[src/hw/fetch_pkg.sv]
// shared fetch types; 32-bit word addressed fetch only, no compressed instructions
package fetch_pkg;

  ////////////////////////////////////////////////////////////////////////////
  // basic data types
  ////////////////////////////////////////////////////////////////////////////

  // byte address as seen by the instruction memory
  typedef logic [31:0] addr_t;

  // raw instruction word, no predecode bits
  typedef logic [31:0] instr_t;

  // sequential fetch step, one 32-bit word
  localparam addr_t WORD_BYTES = 32'd4;

  ////////////////////////////////////////////////////////////////////////////
  // fetch controller states
  ////////////////////////////////////////////////////////////////////////////

  // IDLE          nothing outstanding, may issue a request
  // WAIT_GNT      request driven, memory has not granted yet
  // WAIT_RVALID   request granted, waiting for its response
  // WAIT_ABORTED  response in flight is stale after a redirect
  // WAIT_JUMP     fetch fault seen, only a branch restarts fetching
  typedef enum logic [2:0] {
    IDLE,
    WAIT_GNT,
    WAIT_RVALID,
    WAIT_ABORTED,
    WAIT_JUMP
  } fetch_state_e;

  // three state bits leave room for three spare encodings
  // the controller sends any of them back to IDLE

endpackage
[src/hw/if_top.sv]
// fetch front end; BUF_DEPTH >= 2, one outstanding memory request
`timescale 1ns/1ps

module if_top #(
  parameter int unsigned BUF_DEPTH = 2
) (
  input  logic              clk,
  input  logic              rst_n,
  input  logic              req_i,
  input  logic              branch_i,
  input  logic              abort_pf_i,
  input  logic              ready_i,
  input  fetch_pkg::addr_t  addr_i,
  output logic              valid_o,
  output fetch_pkg::instr_t rdata_o,
  output fetch_pkg::addr_t  pc_o,
  output logic              instr_req_o,
  output fetch_pkg::addr_t  instr_addr_o,
  input  logic              instr_gnt_i,
  input  logic              instr_rvalid_i,
  input  logic              instr_err_pmp_i,
  input  fetch_pkg::instr_t instr_rdata_i,
  output logic              fetch_failed_o,
  output logic              busy_o
);
  import fetch_pkg::*;

  // controller to buffer
  logic   drop;
  logic   flush;
  // buffer back to controller
  logic   room;
  // buffer to output stage
  logic   buf_valid;
  instr_t buf_rdata;

  ////////////////////////////////////////////////////////////////////////////
  // stage 1: memory requests
  ////////////////////////////////////////////////////////////////////////////

  fetch_ctrl u_fetch_ctrl (
    .clk             (clk),
    .rst_n           (rst_n),
    .req_i           (req_i),
    .branch_i        (branch_i),
    .abort_pf_i      (abort_pf_i),
    .addr_i          (addr_i),
    .room_i          (room),
    .instr_req_o     (instr_req_o),
    .instr_addr_o    (instr_addr_o),
    .instr_gnt_i     (instr_gnt_i),
    .instr_rvalid_i  (instr_rvalid_i),
    .instr_err_pmp_i (instr_err_pmp_i),
    .drop_o          (drop),
    .flush_o         (flush),
    .fetch_failed_o  (fetch_failed_o),
    .busy_o          (busy_o),
    .buf_valid_i     (buf_valid)
  );

  ////////////////////////////////////////////////////////////////////////////
  // stage 2 and 3: buffering and pc tagging
  ////////////////////////////////////////////////////////////////////////////

  instr_buffer #(
    .BUF_DEPTH (BUF_DEPTH)
  ) u_instr_buffer (
    .clk      (clk),
    .rst_n    (rst_n),
    .flush_i  (flush),
    .drop_i   (drop),
    .rvalid_i (instr_rvalid_i),
    .rdata_i  (instr_rdata_i),
    .ready_i  (ready_i),
    .valid_o  (buf_valid),
    .rdata_o  (buf_rdata),
    .room_o   (room)
  );

  fetch_out_stage u_fetch_out_stage (
    .clk      (clk),
    .rst_n    (rst_n),
    .branch_i (branch_i),
    .addr_i   (addr_i),
    .valid_i  (buf_valid),
    .rdata_i  (buf_rdata),
    .ready_i  (ready_i),
    .valid_o  (valid_o),
    .rdata_o  (rdata_o),
    .pc_o     (pc_o)
  );

endmodule

[src/hw/fetch_out_stage.sv]
// pc tracks accepted words only; consumer must not accept in a branch cycle
`timescale 1ns/1ps

module fetch_out_stage (
  input  logic              clk,
  input  logic              rst_n,
  input  logic              branch_i,
  input  fetch_pkg::addr_t  addr_i,
  input  logic              valid_i,
  input  fetch_pkg::instr_t rdata_i,
  input  logic              ready_i,
  output logic              valid_o,
  output fetch_pkg::instr_t rdata_o,
  output fetch_pkg::addr_t  pc_o
);
  import fetch_pkg::*;

  ////////////////////////////////////////////////////////////////////////////
  // head address
  ////////////////////////////////////////////////////////////////////////////

  // address of the word now at the head of the stream
  addr_t pc_q;
  addr_t pc_d;
  logic  accept;

  assign accept = valid_i & ready_i;

  always_comb begin
    pc_d = pc_q;
    // redirect restarts the stream at the target
    if (branch_i) begin
      pc_d = addr_i;
    end else if (accept) begin
      pc_d = pc_q + WORD_BYTES;
    end
  end

  always_ff @(posedge clk or negedge rst_n) begin
    if (!rst_n) begin
      pc_q <= '0;
    end else begin
      pc_q <= pc_d;
    end
  end

  ////////////////////////////////////////////////////////////////////////////
  // consumer side
  ////////////////////////////////////////////////////////////////////////////

  // data and valid pass straight through, the pc is attached here
  assign valid_o = valid_i;
  assign rdata_o = rdata_i;
  // pc_q stays put under stall, so pc_o is stable with rdata_o
  assign pc_o    = pc_q;

endmodule

[src/hw/instr_buffer.sv]
// BUF_DEPTH must be at least 2; no overflow guard, writer must respect room_o
`timescale 1ns/1ps

module instr_buffer #(
  parameter int unsigned BUF_DEPTH = 2
) (
  input  logic              clk,
  input  logic              rst_n,
  input  logic              flush_i,
  input  logic              drop_i,
  input  logic              rvalid_i,
  input  fetch_pkg::instr_t rdata_i,
  input  logic              ready_i,
  output logic              valid_o,
  output fetch_pkg::instr_t rdata_o,
  output logic              room_o
);
  import fetch_pkg::*;

  localparam int unsigned PTR_W  = $clog2(BUF_DEPTH);
  localparam int unsigned CNT_W  = $clog2(BUF_DEPTH + 1);
  // one slot is kept free for the word still in flight
  localparam int unsigned ALM_TH = BUF_DEPTH - 1;

  instr_t             mem [BUF_DEPTH];
  logic [PTR_W-1:0]   wr_ptr;
  logic [PTR_W-1:0]   rd_ptr;
  logic [CNT_W-1:0]   usage;
  logic               fifo_valid;
  logic               push;
  logic               pop;

  assign fifo_valid = (usage != '0);
  assign room_o     = (usage < CNT_W'(ALM_TH));

  // store only if bypass is impossible, i.e. older data waits or consumer stalls
  assign push = rvalid_i & ~drop_i & (fifo_valid | ~ready_i);
  assign pop  = fifo_valid & ready_i;

  // oldest stored word first, else the live response
  assign valid_o = fifo_valid | (rvalid_i & ~drop_i);
  assign rdata_o = fifo_valid ? mem[rd_ptr] : rdata_i;

  always_ff @(posedge clk) begin
    if (push && !flush_i) begin
      mem[wr_ptr] <= rdata_i;
    end
  end

  // flush wins over push and pop in the same cycle
  always_ff @(posedge clk or negedge rst_n) begin
    if (!rst_n) begin
      wr_ptr <= '0;
      rd_ptr <= '0;
      usage  <= '0;
    end else if (flush_i) begin
      wr_ptr <= '0;
      rd_ptr <= '0;
      usage  <= '0;
    end else begin
      if (push) begin
        wr_ptr <= (wr_ptr == PTR_W'(BUF_DEPTH - 1)) ? '0 : wr_ptr + 1'b1;
      end
      if (pop) begin
        rd_ptr <= (rd_ptr == PTR_W'(BUF_DEPTH - 1)) ? '0 : rd_ptr + 1'b1;
      end
      if (push && !pop) begin
        usage <= usage + 1'b1;
      end else if (pop && !push) begin
        usage <= usage - 1'b1;
      end
    end
  end

endmodule

[src/hw/fetch_ctrl.sv]
// one request outstanding at most; memory must return exactly one rvalid per grant
`timescale 1ns/1ps

module fetch_ctrl (
  input  logic             clk,
  input  logic             rst_n,
  input  logic             req_i,
  input  logic             branch_i,
  input  logic             abort_pf_i,
  input  fetch_pkg::addr_t addr_i,
  input  logic             room_i,
  output logic             instr_req_o,
  output fetch_pkg::addr_t instr_addr_o,
  input  logic             instr_gnt_i,
  input  logic             instr_rvalid_i,
  input  logic             instr_err_pmp_i,
  output logic             drop_o,
  output logic             flush_o,
  output logic             fetch_failed_o,
  output logic             busy_o,
  input  logic             buf_valid_i
);
  import fetch_pkg::*;

  fetch_state_e state_q;
  fetch_state_e state_d;

  // last issued address, or target minus one word when a branch could not issue
  addr_t addr_q;
  addr_t addr_d;
  addr_t next_addr;

  logic  addr_load;
  logic  rewind;
  logic  issue;
  logic  fetch_en;
  // a granted request still waits for its response
  logic  out_q;

  ////////////////////////////////////////////////////////////////////////////
  // status and strobes to the buffer
  ////////////////////////////////////////////////////////////////////////////

  assign busy_o    = (state_q != IDLE) || instr_req_o;
  assign flush_o   = branch_i;
  assign fetch_en  = req_i & ~abort_pf_i;
  assign next_addr = {addr_q[31:2], 2'b00} + WORD_BYTES;

  // fault is shown only once the words fetched before it have drained
  assign fetch_failed_o = (state_q == WAIT_JUMP) & ~branch_i & ~buf_valid_i;

  ////////////////////////////////////////////////////////////////////////////
  // request FSM
  ////////////////////////////////////////////////////////////////////////////

  always_comb begin
    state_d      = state_q;
    instr_req_o  = 1'b0;
    instr_addr_o = next_addr;
    issue        = 1'b0;
    addr_load    = 1'b0;
    rewind       = 1'b0;
    drop_o       = 1'b0;

    unique case (state_q)
      IDLE: begin
        if (branch_i) begin
          instr_addr_o = addr_i;
        end
        // a branch flushes the buffer, so room does not matter then
        if (fetch_en && (room_i || branch_i)) begin
          issue = 1'b1;
        end else if (branch_i) begin
          addr_load = 1'b1;
          rewind    = 1'b1;
        end
      end

      WAIT_GNT: begin
        // keep the request up, a branch may still swap the address
        instr_req_o  = 1'b1;
        instr_addr_o = branch_i ? addr_i : addr_q;
        addr_load    = branch_i;
        if (instr_gnt_i) begin
          state_d = instr_err_pmp_i ? WAIT_JUMP : WAIT_RVALID;
        end
      end

      WAIT_RVALID: begin
        if (branch_i) begin
          instr_addr_o = addr_i;
        end
        if (instr_rvalid_i) begin
          // response arriving with a branch is already stale
          drop_o = branch_i;
          if (fetch_en && (room_i || branch_i)) begin
            issue = 1'b1;
          end else begin
            state_d   = IDLE;
            addr_load = branch_i;
            rewind    = branch_i;
          end
        end else if (branch_i) begin
          // remember the target, wait for the stale word
          state_d   = WAIT_ABORTED;
          addr_load = 1'b1;
        end
      end

      WAIT_ABORTED: begin
        instr_addr_o = branch_i ? addr_i : addr_q;
        addr_load    = branch_i;
        if (instr_rvalid_i) begin
          drop_o = 1'b1;
          if (fetch_en) begin
            issue = 1'b1;
          end else begin
            state_d   = IDLE;
            addr_load = 1'b1;
            rewind    = 1'b1;
          end
        end
      end

      WAIT_JUMP: begin
        // the faulting word itself never reaches the consumer
        drop_o = instr_rvalid_i;
        if (branch_i) begin
          instr_addr_o = addr_i;
          if (out_q && !instr_rvalid_i) begin
            state_d   = WAIT_ABORTED;
            addr_load = 1'b1;
          end else if (fetch_en) begin
            issue = 1'b1;
          end else begin
            state_d   = IDLE;
            addr_load = 1'b1;
            rewind    = 1'b1;
          end
        end
      end

      default: begin
        state_d = IDLE;
      end
    endcase

    // common request path for every state that may start a fetch
    if (issue) begin
      instr_req_o = 1'b1;
      addr_load   = 1'b1;
      if (!instr_gnt_i) begin
        state_d = WAIT_GNT;
      end else if (instr_err_pmp_i) begin
        state_d = WAIT_JUMP;
      end else begin
        state_d = WAIT_RVALID;
      end
    end

    // rewound target makes next_addr land exactly on it
    addr_d = rewind ? (instr_addr_o - WORD_BYTES) : instr_addr_o;
  end

  ////////////////////////////////////////////////////////////////////////////
  // registers
  ////////////////////////////////////////////////////////////////////////////

  always_ff @(posedge clk or negedge rst_n) begin
    if (!rst_n) begin
      state_q <= IDLE;
      addr_q  <= '0;
      out_q   <= 1'b0;
    end else begin
      state_q <= state_d;
      out_q   <= (instr_req_o & instr_gnt_i) | (out_q & ~instr_rvalid_i);
      if (addr_load) begin
        addr_q <= addr_d;
      end
    end
  end

endmodule

[config.mk]
export PLATFORM = sky130hd
export DESIGN_NAME = if_top
export DESIGN_NICKNAME = d
export VERILOG_FILES = /design/src/hw/fetch_pkg.sv /design/src/hw/if_top.sv /design/src/hw/fetch_out_stage.sv /design/src/hw/instr_buffer.sv /design/src/hw/fetch_ctrl.sv
export SDC_FILE = /design/constraint.sdc
export NUM_CORES = 1
export LEC_CHECK = 0
export ABC_AREA = 1
export BUFFER_PORTS_ARGS = -buffer_cell sky130_fd_sc_hd__buf_2
export CORE_MARGIN = 2
export CORE_UTILIZATION = 55
export CTS_CLUSTER_SIZE = 30
export DETAILED_ROUTE_END_ITERATION = 8
export PLACE_DENSITY = 0.78
export SLEW_MARGIN = 20
export SYNTH_ARGS = -nofsm -noshare
export SYNTH_HDL_FRONTEND = slang
export SYNTH_SLANG_ARGS = --single-unit
[constraint.sdc]
create_clock -name clk -period 3.9 [get_ports clk]
set_input_delay 0.195 -clock clk [delete_from_list [all_inputs] [get_ports clk]]
set_output_delay 0.195 -clock clk [all_outputs]
set_load 0.01 [all_outputs]
# After elaboration in Yosys (flattened, before gate mapping)
# Memories as Yosys holds them, arrays and structs flattened.
# Cells that the tools add are included.
[op_classes]
n_reduce_logical = 21
n_eq_ne = 10
bitwise_logic = 18
muxes = 58
magnitude_cmp = 1
addsub = 7
[op_table]
columns = ["operator", "count"]
rows = [
  ["2-to-1 mux 32 bit", 6],
  ["adder 32 x 3 -> 32 bit (second input constant)", 2],
  ["one-hot mux 32 bit (2 select lines)", 1],
  ["2-to-1 mux 3 bit", 11],
  ["2-to-1 mux 1 bit", 32],
  ["subtractor 32 x 3 -> 32 bit (second input constant)", 1],
  ["one-hot mux 3 bit (5 select lines)", 1],
  ["AND 1 bit", 9],
  ["!= test 3 x 2 -> 1 bit (second input constant)", 3],
  ["!= test 4 x 3 -> 1 bit (second input constant)", 2],
  ["one-hot mux 1 bit (4 select lines)", 2],
  ["nonzero test 2 bit", 4],
  ["== test 3 x 2 -> 1 bit (second input constant)", 2],
  ["2-to-1 mux 2 bit", 3],
  ["NOT 1 bit", 6],
  ["AND reduction 6 bit", 1],
  ["nonzero test 3 bit", 2],
  ["logical AND 1 bit", 5],
  ["one-hot mux 1 bit (5 select lines)", 1],
  ["logical NOT 1 bit", 4],
  ["== test 3 x 1 -> 1 bit (second input constant)", 1],
  ["== test 3 bit (second input constant)", 1],
  ["logical NOT 3 bit", 1],
  ["OR 1 bit", 3],
  ["9 further kinds", 11],
]
[totals]
n_memories = 1
register_bits = 72
ram_bits = 64
[mem_list]
columns = ["memory", "depth", "width", "read_ports", "rd_clocked_by_memory_dff", "write_ports", "line", "source"]
rows = [
  ["u_instr_buffer.mem", 2, 32, 1, 0, 1, "instr_buffer.sv:25", "instr_t mem [BUF_DEPTH];"],
]

# Longest topological paths before layout
# Gate-level depths: netlist (run 1).
[depth]
word_depth = 10
mapped_depth = 19
mapped_depth_nobuf = 18

# By module
# From an unflattened synthesis (run 1), not the netlist that was laid out.
[unflattened]
hier_cells = 1409
hier_area_um2 = 10063.4
[by_module_without_submodules]
columns = ["mod", "area_each_um2", "cells_per_inst", "instances", "seq_area_each_um2"]
rows = [
  ["fetch_ctrl", 4673.2, 802, 1, 900.9],
  ["instr_buffer", 2889.0, 245, 1, 2021.9],
  ["fetch_out_stage", 2501.1, 362, 1, 800.8],
]

# Least setup slack after synthesis (run 1)
# No wires, ideal clock.
[synth_timing]
path_kind = "input to register"
startpoint = "in branch_i"
endpoint = "mem u_instr_buffer.mem[0][0] (netlist name) (enable)"
setup_time_ps = 421
required_ps = 3479
stages = 7
path_buffers = 4
t_arrival_ps = 2585
setup_slack_ps = 894
path_cell_list = "buf_4 > inv_2 > buf_4 > clkbuf_1 > buf_1 > nand2_1 > nor2_1"
[synth_via]
elab_chain_len = 8
word_cells_on_any_way = 9
[synth_lines]
columns = ["element", "line", "source"]
rows = [
  ["from (decl)", "if_top.sv:10", "input logic branch_i,"],
  ["2-to-1 mux 1 bit", "fetch_ctrl.sv:93", "if (instr_rvalid_i) begin"],
  ["one-hot mux 1 bit (3 select lines)", "fetch_ctrl.sv:65", "unique case (state_q)"],
  ["NOT 1 bit", "instr_buffer.sv:37", "assign push = rvalid_i & ~drop_i & (fifo_valid | ~ready_i);"],
  ["AND 1 bit (2 in series)", "instr_buffer.sv:37", ""],
  ["logical AND 1 bit (*)", "instr_buffer.sv:45", "if (push && !flush_i) begin"],
  ["2-to-1 mux 1 bit (*)", "instr_buffer.sv:45", ""],
  ["2-to-1 mux 1 bit (implied by the code) (*)", "instr_buffer.sv:46", "mem[wr_ptr] <= rdata_i;"],
  ["to (decl)", "instr_buffer.sv:25", ""],
]
# Every way passes the cells marked *; elsewhere a longest branch is shown, timed or not.

# Worst setup path in the final report (run 1)
[layout_timing]
startpoint = "reg u_instr_buffer.usage[0]"
endpoint = "out rdata_o[5]"
[layout_via]
elab_chain_len = 2
[layout_lines]
columns = ["element", "line", "source"]
rows = [
  ["from (decl)", "instr_buffer.sv:28", "logic [CNT_W-1:0] usage;"],
  ["from (signal assigned)", "instr_buffer.sv:68", "usage <= usage + 1'b1;"],
  ["from (signal assigned)", "instr_buffer.sv:70", "usage <= usage - 1'b1;"],
  ["nonzero test 2 bit", "instr_buffer.sv:33", "assign fifo_valid = (usage != '0);"],
  ["2-to-1 mux 32 bit", "instr_buffer.sv:42", "assign rdata_o = fifo_valid ? mem[rd_ptr] : rdata_i;"],
  ["to (decl)", "if_top.sv:15", "output fetch_pkg::instr_t rdata_o,"],
]
# Every way passes these cells.

==> flow_summary.ini, run 1 <==
[hold_path]
hold_end = u_fetch_out_stage.pc_o[22]
whs_path_depth = 3
worstHoldStart = addr_i[22]
min_path_type = primary input to register

[setup_path]
critPathCaptureType = primary output
cp_cell_sequence = inv_1 -> ha_1 -> clkinv_1 -> nor2_1 -> a21oi_1 -> buf_2
timing.rr.start = u_fetch_ctrl.state_q[0]
reg2reg_to = u_fetch_ctrl.addr_q[24]
worstPathArrival_ps = 2880
required_ps = 3700
critPathMaxStageDelay_ps = 910
crit_type = register to primary output
rr_worst_depth = 13
reg2reg_slack_ps = 1070
critPathLaunchType = register
crit_fanout = 33
slowest_stage = clkinv_1

[sta]
final.setup.tns_ps = 0
fin_crit_ps = 3070
tightest_slew_ps = 1110
relSlewSlack_pct = 25.9
skew_ps = 6.72
setup_violations = 0
max_clock_freq_mhz = 325
finalHoldViolCount = 0
rsz0062_at_grt = false
timing.final.crit_share_pct = 78.8
maxSlewViolCount = 0

[routing]
drtAntennaViolNets = 0
wl_per_cell_um = 17.6
via_per_inst = 5.67
vias = 9719
drt_wl_total_mm = 30.3
remaining_drc_errors = 0
dr.pass1.iters = 6
drt_iter0_drc = 971

[place]
placed_area_sq_um = 10400
routabilityCongestion = 1.00
io_buffers = 172
hpwl_mm = 21.8

[clock_network]
cts_buffer_depth = 2
worstSkewPairLatency_ps = 430
cts-root-buf = clkbuf_16
numCtsBuffers = 17
h-tree-depth = 4
clk_pin_slew_ps = 60
cts_sinks = 136
post_cts_resized = 0
cts_tree = built

[global_route]
antenna_found_initial = 1
grt_overflow = 0
grt_max_degree = 73
grt_pass1_wl_mm = 47.2
grt_use_total_pct = 33.3
grt_pass1_vias = 9249

[floorplan]
die_area_sq_um = 18300
die_w_um = 135
start_util_pct = 55.5
die_h_um = 135
ioPinCount = 173
num_rows = 48
coreArea_sq_um = 17100

[flow_run]
maxCapViolations = 0

[finish]
nNetsFinal = 1553
seqCellArea_sq_um = 3720
stdcell_area_sq_um = 11400
multi_input_area_sq_um = 5010
syn2layout_area_growth_pct = 19.9
fillers = 1478
layout-drive-gt1-share_pct = 22.9

[logic_synthesis]
syn_avg_cell_area_sq_um = 7.36
synthArstFlopShare_pct = 52.9
synth_cell_types = 53
synth-edff-count = 64
synth_top_area_share_pct = 20.2
yosysSeqAreaShare_pct = 39.2
syn_area_sq_um = 9500
synth_top_flop_cell = dfrtp_1
syn_nets = 1368
ys_ff_latch = 136
yosys_warnings = 0
yosys.area.top_type = edfxtp_1
synthTopCellsByArea = edfxtp_1 (20%), dfrtp_1 (19%), nand2_1 (13%)
synth_cells = 1291

[pwr]
leakage_nw = 5.13
vdd_drop_max_v = 0.000386
powerDensity_nw_per_um2 = 675
totalPowerFinal_w = 0.00769

[status]
status = completed
==> area by class of cell <==
class	instances	area share (%)
Clock inverter	15	1.72
Multi-Input combinational cell	976	44.0
Inverter	132	4.39
Antenna cell	1	0.0220
Clock buffer	17	3.73
Sequential cell	136	32.7
Timing Repair Buffer	213	11.0
Tap cell	225	2.47
==> where the power goes <==
part	internal (W)	total [W]	switching [W]
combinational	0.00119	0.00376	0.00257
sequential	0.00182	0.00222	0.000396
clock	0.000979	0.00171	0.000735
total	0.00399	0.00769	0.00370
==> worst max-delay path by stage <==
stage | start | to | depth (start not counted)
3_3_place_gp | u_fetch_ctrl.state_q[0] | u_fetch_ctrl.addr_q[24] | 13
5_1_grt | u_instr_buffer.usage[0] | rdata_o[5] | 6
4_1_cts | u_fetch_ctrl.state_q[0] | u_fetch_ctrl.addr_q[20] | 13
3_5_place_dp | u_fetch_ctrl.state_q[0] | u_fetch_ctrl.addr_q[24] | 13
2_1_floorplan | branch_i | u_instr_buffer.mem[0][0] | 7
6_report | u_instr_buffer.usage[0] | rdata_o[5] | 6
==> critical path: cells and delay by family, from the launching register on <==
kind / cells / cell delay [ps]
adders and majority gates: 1 / 390
buffers and inverters: 3 / 1140
DFF: 1 / 360
AOI/OAI and AO/OA: 1 / 60
and+or+nand+nor: 1 / 470
==> synth_stat cells, types with 11 or more instances <==
cell,n
nand2_1,336
nor2_1,128
nand3_1,115
inv_1,112
a21oi_1,101
dfrtp_1,72
edfxtp_1,64
o21ai_0,50
nand4_1,31
nand2_2,26
nor2_2,25
nor2_4,21
nor3_1,20
xor2_1,17
inv_2,15
clkbuf_1,14
o211ai_1,14
buf_4,12
o21ai_1,11
==> layer usage <==
layer	global-route usage, %	vias up	routed length [um]
met3	5.72	74	2280
met1	43.5	4518	12700
met2	54.2	435	14100
met4	15.1	0	1180
met5	0	-	0
li1	-	4692	-
==> state kept, by name, summed over array words and instances, names as in the netlist <==
signal                  cells
u_fetch_ctrl.out_q          1
u_instr_buffer.wr_ptr       1
u_instr_buffer.usage        2
u_fetch_out_stage.pc_o     32
u_instr_buffer.rd_ptr       1
u_fetch_ctrl.state_q        3
u_fetch_ctrl.addr_q        32
u_instr_buffer.mem         64
==> per-stage QoR <==
stage / utilization [%] / std cells / hold slack, ps / setup WS (ps)
4_1_cts: 66.5 / 1714 / 10.5 / 1100
5_1_grt: 66.6 / 1715 / 41.2 / 623
6_report: 66.6 / 1715 / 17.1 / 825
3_5_place_dp: 61.0 / 1649 / 403 / 1120
2_1_floorplan: - / 1291 / -101 / 894
3_3_place_gp: 61.0 / 1649 / 400 / 1130
==> cells by family after synthesis <==
kind of cell             after synthesis  synth area share [%]
AO/OA/AOI/OAI                        217                  13.5
flip-flops                           136                  39.2
adder cells (fa/ha/maj)                4                 0.527
AND/OR/NAND/NOR                      736                  36.9
buffers and inverters                179                  8.18
XOR/XNOR                              19                  1.75
==> cells in the final DEF, fill, tap and decap left out, types with 14 or more instances in the layout <==
cell type,netlist,layout
nor2_4,21,21
buf_2,8,171
nand2_2,26,26
nor2_1,128,126
dfrtp_1,72,72
inv_1,112,111
nand3_1,115,115
dlygate4sd3_1,0,33
o211ai_1,14,14
nand2_1,336,336
nand4_1,31,31
nor2_2,25,27
nor3_1,20,20
xor2_1,17,17
a21oi_1,101,101
inv_2,15,15
clkbuf_16,0,17
edfxtp_1,64,64
o21ai_0,50,50
==> repair_timing <==
item,4_1_cts,5_1_grt
buffers inserted,0,0
endpoints found under the hold margin,136,0
hold buffers,33,0
Note: power is estimated with default switching activity, not from simulation.
==> run 2: changes to the inputs <==
ABC_AREA = 0   (was 1)
CORE_UTILIZATION = 50   (was 55)
PLACE_DENSITY = 0.76   (was 0.78)
clock period = 2.65 ns   (was 3.9 ns; I/O delays follow)
==> run 2 against run 1 <==
Effect of this change: synthesized cell count shrank 29%; setup slack got worse by 1100 ps; non-clock buffer count rose by 199; utilization up 9.7 points; count of clock-buffer cells in the layout rose by 1; sequential cell count unchanged; the flow now finishes with violations (setup timing); cell count decreased by 11%; critical endpoint is now u_fetch_ctrl.addr_q[30].
==> flow_summary.ini, run 2 <==
[global_route]
grt_use_total_pct = 31.2
busiest_layer = met2
grt_overflow = 0
grt_pass1_wl_mm = 43.8
grt_max_degree = 45
grt_pass1_vias = 8515
met1_usage_pct = 40.0
antenna_found_initial = 1
met3_usage_pct = 4.98
met2_usage_pct = 53.6

[clock_network]
cts_sinks = 136
cts_tree = built
numCtsBuffers = 17
h-tree-depth = 4
cts_buffer_depth = 2
worstSkewPairLatency_ps = 430
clk_pin_slew_ps = 70
cts-root-buf = clkbuf_16

[finish]
final_common_cell = buf_4
antenna_cells = 0
layout_common_cells = buf_4 (173), buf_2 (169), nand2_1 (133)
nNetsFinal = 1362
syn2layout_area_growth_pct = 50.1
stdcell_area_sq_um = 12600
regMostFlops = u_instr_buffer.mem
largest_reg_flops = 64
fillers = 1050
layout-drive-gt1-share_pct = 39.2

[logic_synthesis]
syn_nets = 989
synthTopCellsByArea = edfxtp_1 (23%), dfrtp_1 (22%), o21ai_0 (6.5%)
yosysSeqAreaShare_pct = 44.5
synthArstFlopShare_pct = 52.9
syn_avg_cell_area_sq_um = 9.17
yosysMostFrequentCell = nand2_1
synth.top_cells.by_count = nand2_1 (137), o21ai_0 (109), dfrtp_1 (72), edfxtp_1 (64), nor2_1 (44)
syn_area_sq_um = 8360
yosys_warnings = 0
synth_top_area_share_pct = 23.0
synth_cells = 912
ys_ff_latch = 136
yosys.area.top_type = edfxtp_1
synth_cell_types = 72
synth-edff-count = 64
synth_top_flop_cell = dfrtp_1

[routing]
via_per_inst = 5.95
dr.pass1.iters = 6
drt_wl_total_mm = 29.4
vias = 9037
drtAntennaViolNets = 0
remaining_drc_errors = 0
drt_iter0_drc = 1214
wl_per_cell_um = 19.4

[place]
pre_cts_ws_ps = -346
placed_area_sq_um = 10500
hpwl_mm = 18.8
routabilityCongestion = 0.924
io_buffers = 172

[sta]
maxSlewViolCount = 0
relSlewSlack_pct = 62.4
fin_crit_ps = 2960
max_clock_freq_mhz = 338
timing.hold.ws_ps = 14.2
timing.final.crit_share_pct = 112
skew_ps = 10.3
finalWorstSetupSlack_ps = -313
setup_violations = 26
tightest_slew_ps = 561
rsz0062_at_grt = true
finalHoldViolCount = 0

[status]
status = complete, but fails checks
violations = setup timing

[setup_path]
crit_type = register to register
crit_fanout = 7
critPathCaptureType = register
worstPathArrival_ps = 3280
required_ps = 2970
critPathLaunchType = register

[floorplan]
start_util_pct = 50.8
num_rows = 47
coreArea_sq_um = 16500
die_w_um = 133
die_h_um = 133
die_area_sq_um = 17800
ioPinCount = 173

[pwr]
vdd_drop_max_v = 0.00101
powerDensity_nw_per_um2 = 1070
leakage_nw = 5.39

[hold_path]
min_path_type = primary input to register

[flow_run]
maxCapViolations = 0
## run 2: cell count changes in the layout (fill, tap and decap cells not counted), sizes merged, moves of 13 or more
cell,change
nand2,-230
nand4,-18
xnor2,+38
a21oi,-77
nand3,-88
xor2,+13
buf,+187
o21ai,+58
inv,-106
nor2,-132
and3,+16
mux2i,+42
## run 2: critical path, stage by stage, from the launching register on
cell	delay, ps
dfrtp_2	470
buf_6	140
nor3b_4	60
a221oi_2	390
nand3b_4	140
nor3_4	240
or4b_4	490
buf_6	150
nor3_4	240
buf_6	160
nand4_1	110
xnor2_1	170
mux2i_1	80
## run 2: what timing repair did
action,in CTS,in global routing
setup endpoints to repair,42,52
endpoints found under the hold margin,149,0
gates resized for setup,62,91
setup buffers,13,22
hold buffers,45,0
pin swaps,22,27
## run 2: routing by layer
layer / routed length [um] / up-vias
li1: - / 4047
met1: 11100 / 4322
met2: 14500 / 550
met3: 2690 / 116
met4: 988 / 2
met5: 20 / -
## run 2: layout make-up
type / instances / area, sq um / area share [%]
multi-input combinational: 692 / 4910 / 39.1
sequential: 136 / 3730 / 29.7
timing repair buffer: 412 / 2900 / 23.1
clock buffer: 18 / 429 / 3.42
tap: 220 / 275 / 2.19
clock inverter: 14 / 210 / 1.67
inverter: 26 / 97.6 / 0.778
## run 2: path summary, 6_finish.rpt
path	startpoint	to	slack (ps)	depth (start not counted)
max in group asynchronous	rst_n	u_fetch_ctrl.addr_q[4]	1940	3
worst min register to register	u_fetch_ctrl.addr_q[1]	u_fetch_ctrl.addr_q[1]	520	1
min in group asynchronous	rst_n	u_fetch_out_stage.pc_o[28]	30	2
worst min-delay path	addr_i[19]	u_fetch_out_stage.pc_o[19]	10	3
worst max-delay path	u_fetch_ctrl.state_q[0]	u_fetch_ctrl.addr_q[30]	-310	12
worst max register to register	u_fetch_ctrl.state_q[0]	u_fetch_ctrl.addr_q[30]	-310	12
## run 2: metrics by stage
step                utilization [%]  TNS, ps  cells  total power [W]
global route                   76.2    -6980   1518           0.0140
global placement               63.9    -3720   1407          0.00937
floorplan                         -    -6440    912          0.00668
finish                         76.2    -4260   1518           0.0134
CTS                            73.0    -2800   1496           0.0125
detailed placement             63.9    -4610   1407          0.00949
## run 2: report_power, final
group	switching, W	leakage [nW]	internal, W
registers	0.000527	1.45	0.00269
logic	0.00416	3.63	0.00344
clock network	0.00101	0.306	0.00160
## run 2: cells by family after synthesis
family | Yosys count | synth area share, %
AOI/OAI and AO/OA | 226 | 16.4
xor gates and xnor gates | 70 | 7.33
adders and majority gates | 4 | 0.599
buffers and inverters | 84 | 4.28
DFF | 136 | 44.5
muxes | 46 | 5.57
and+or+nand+nor | 346 | 21.3
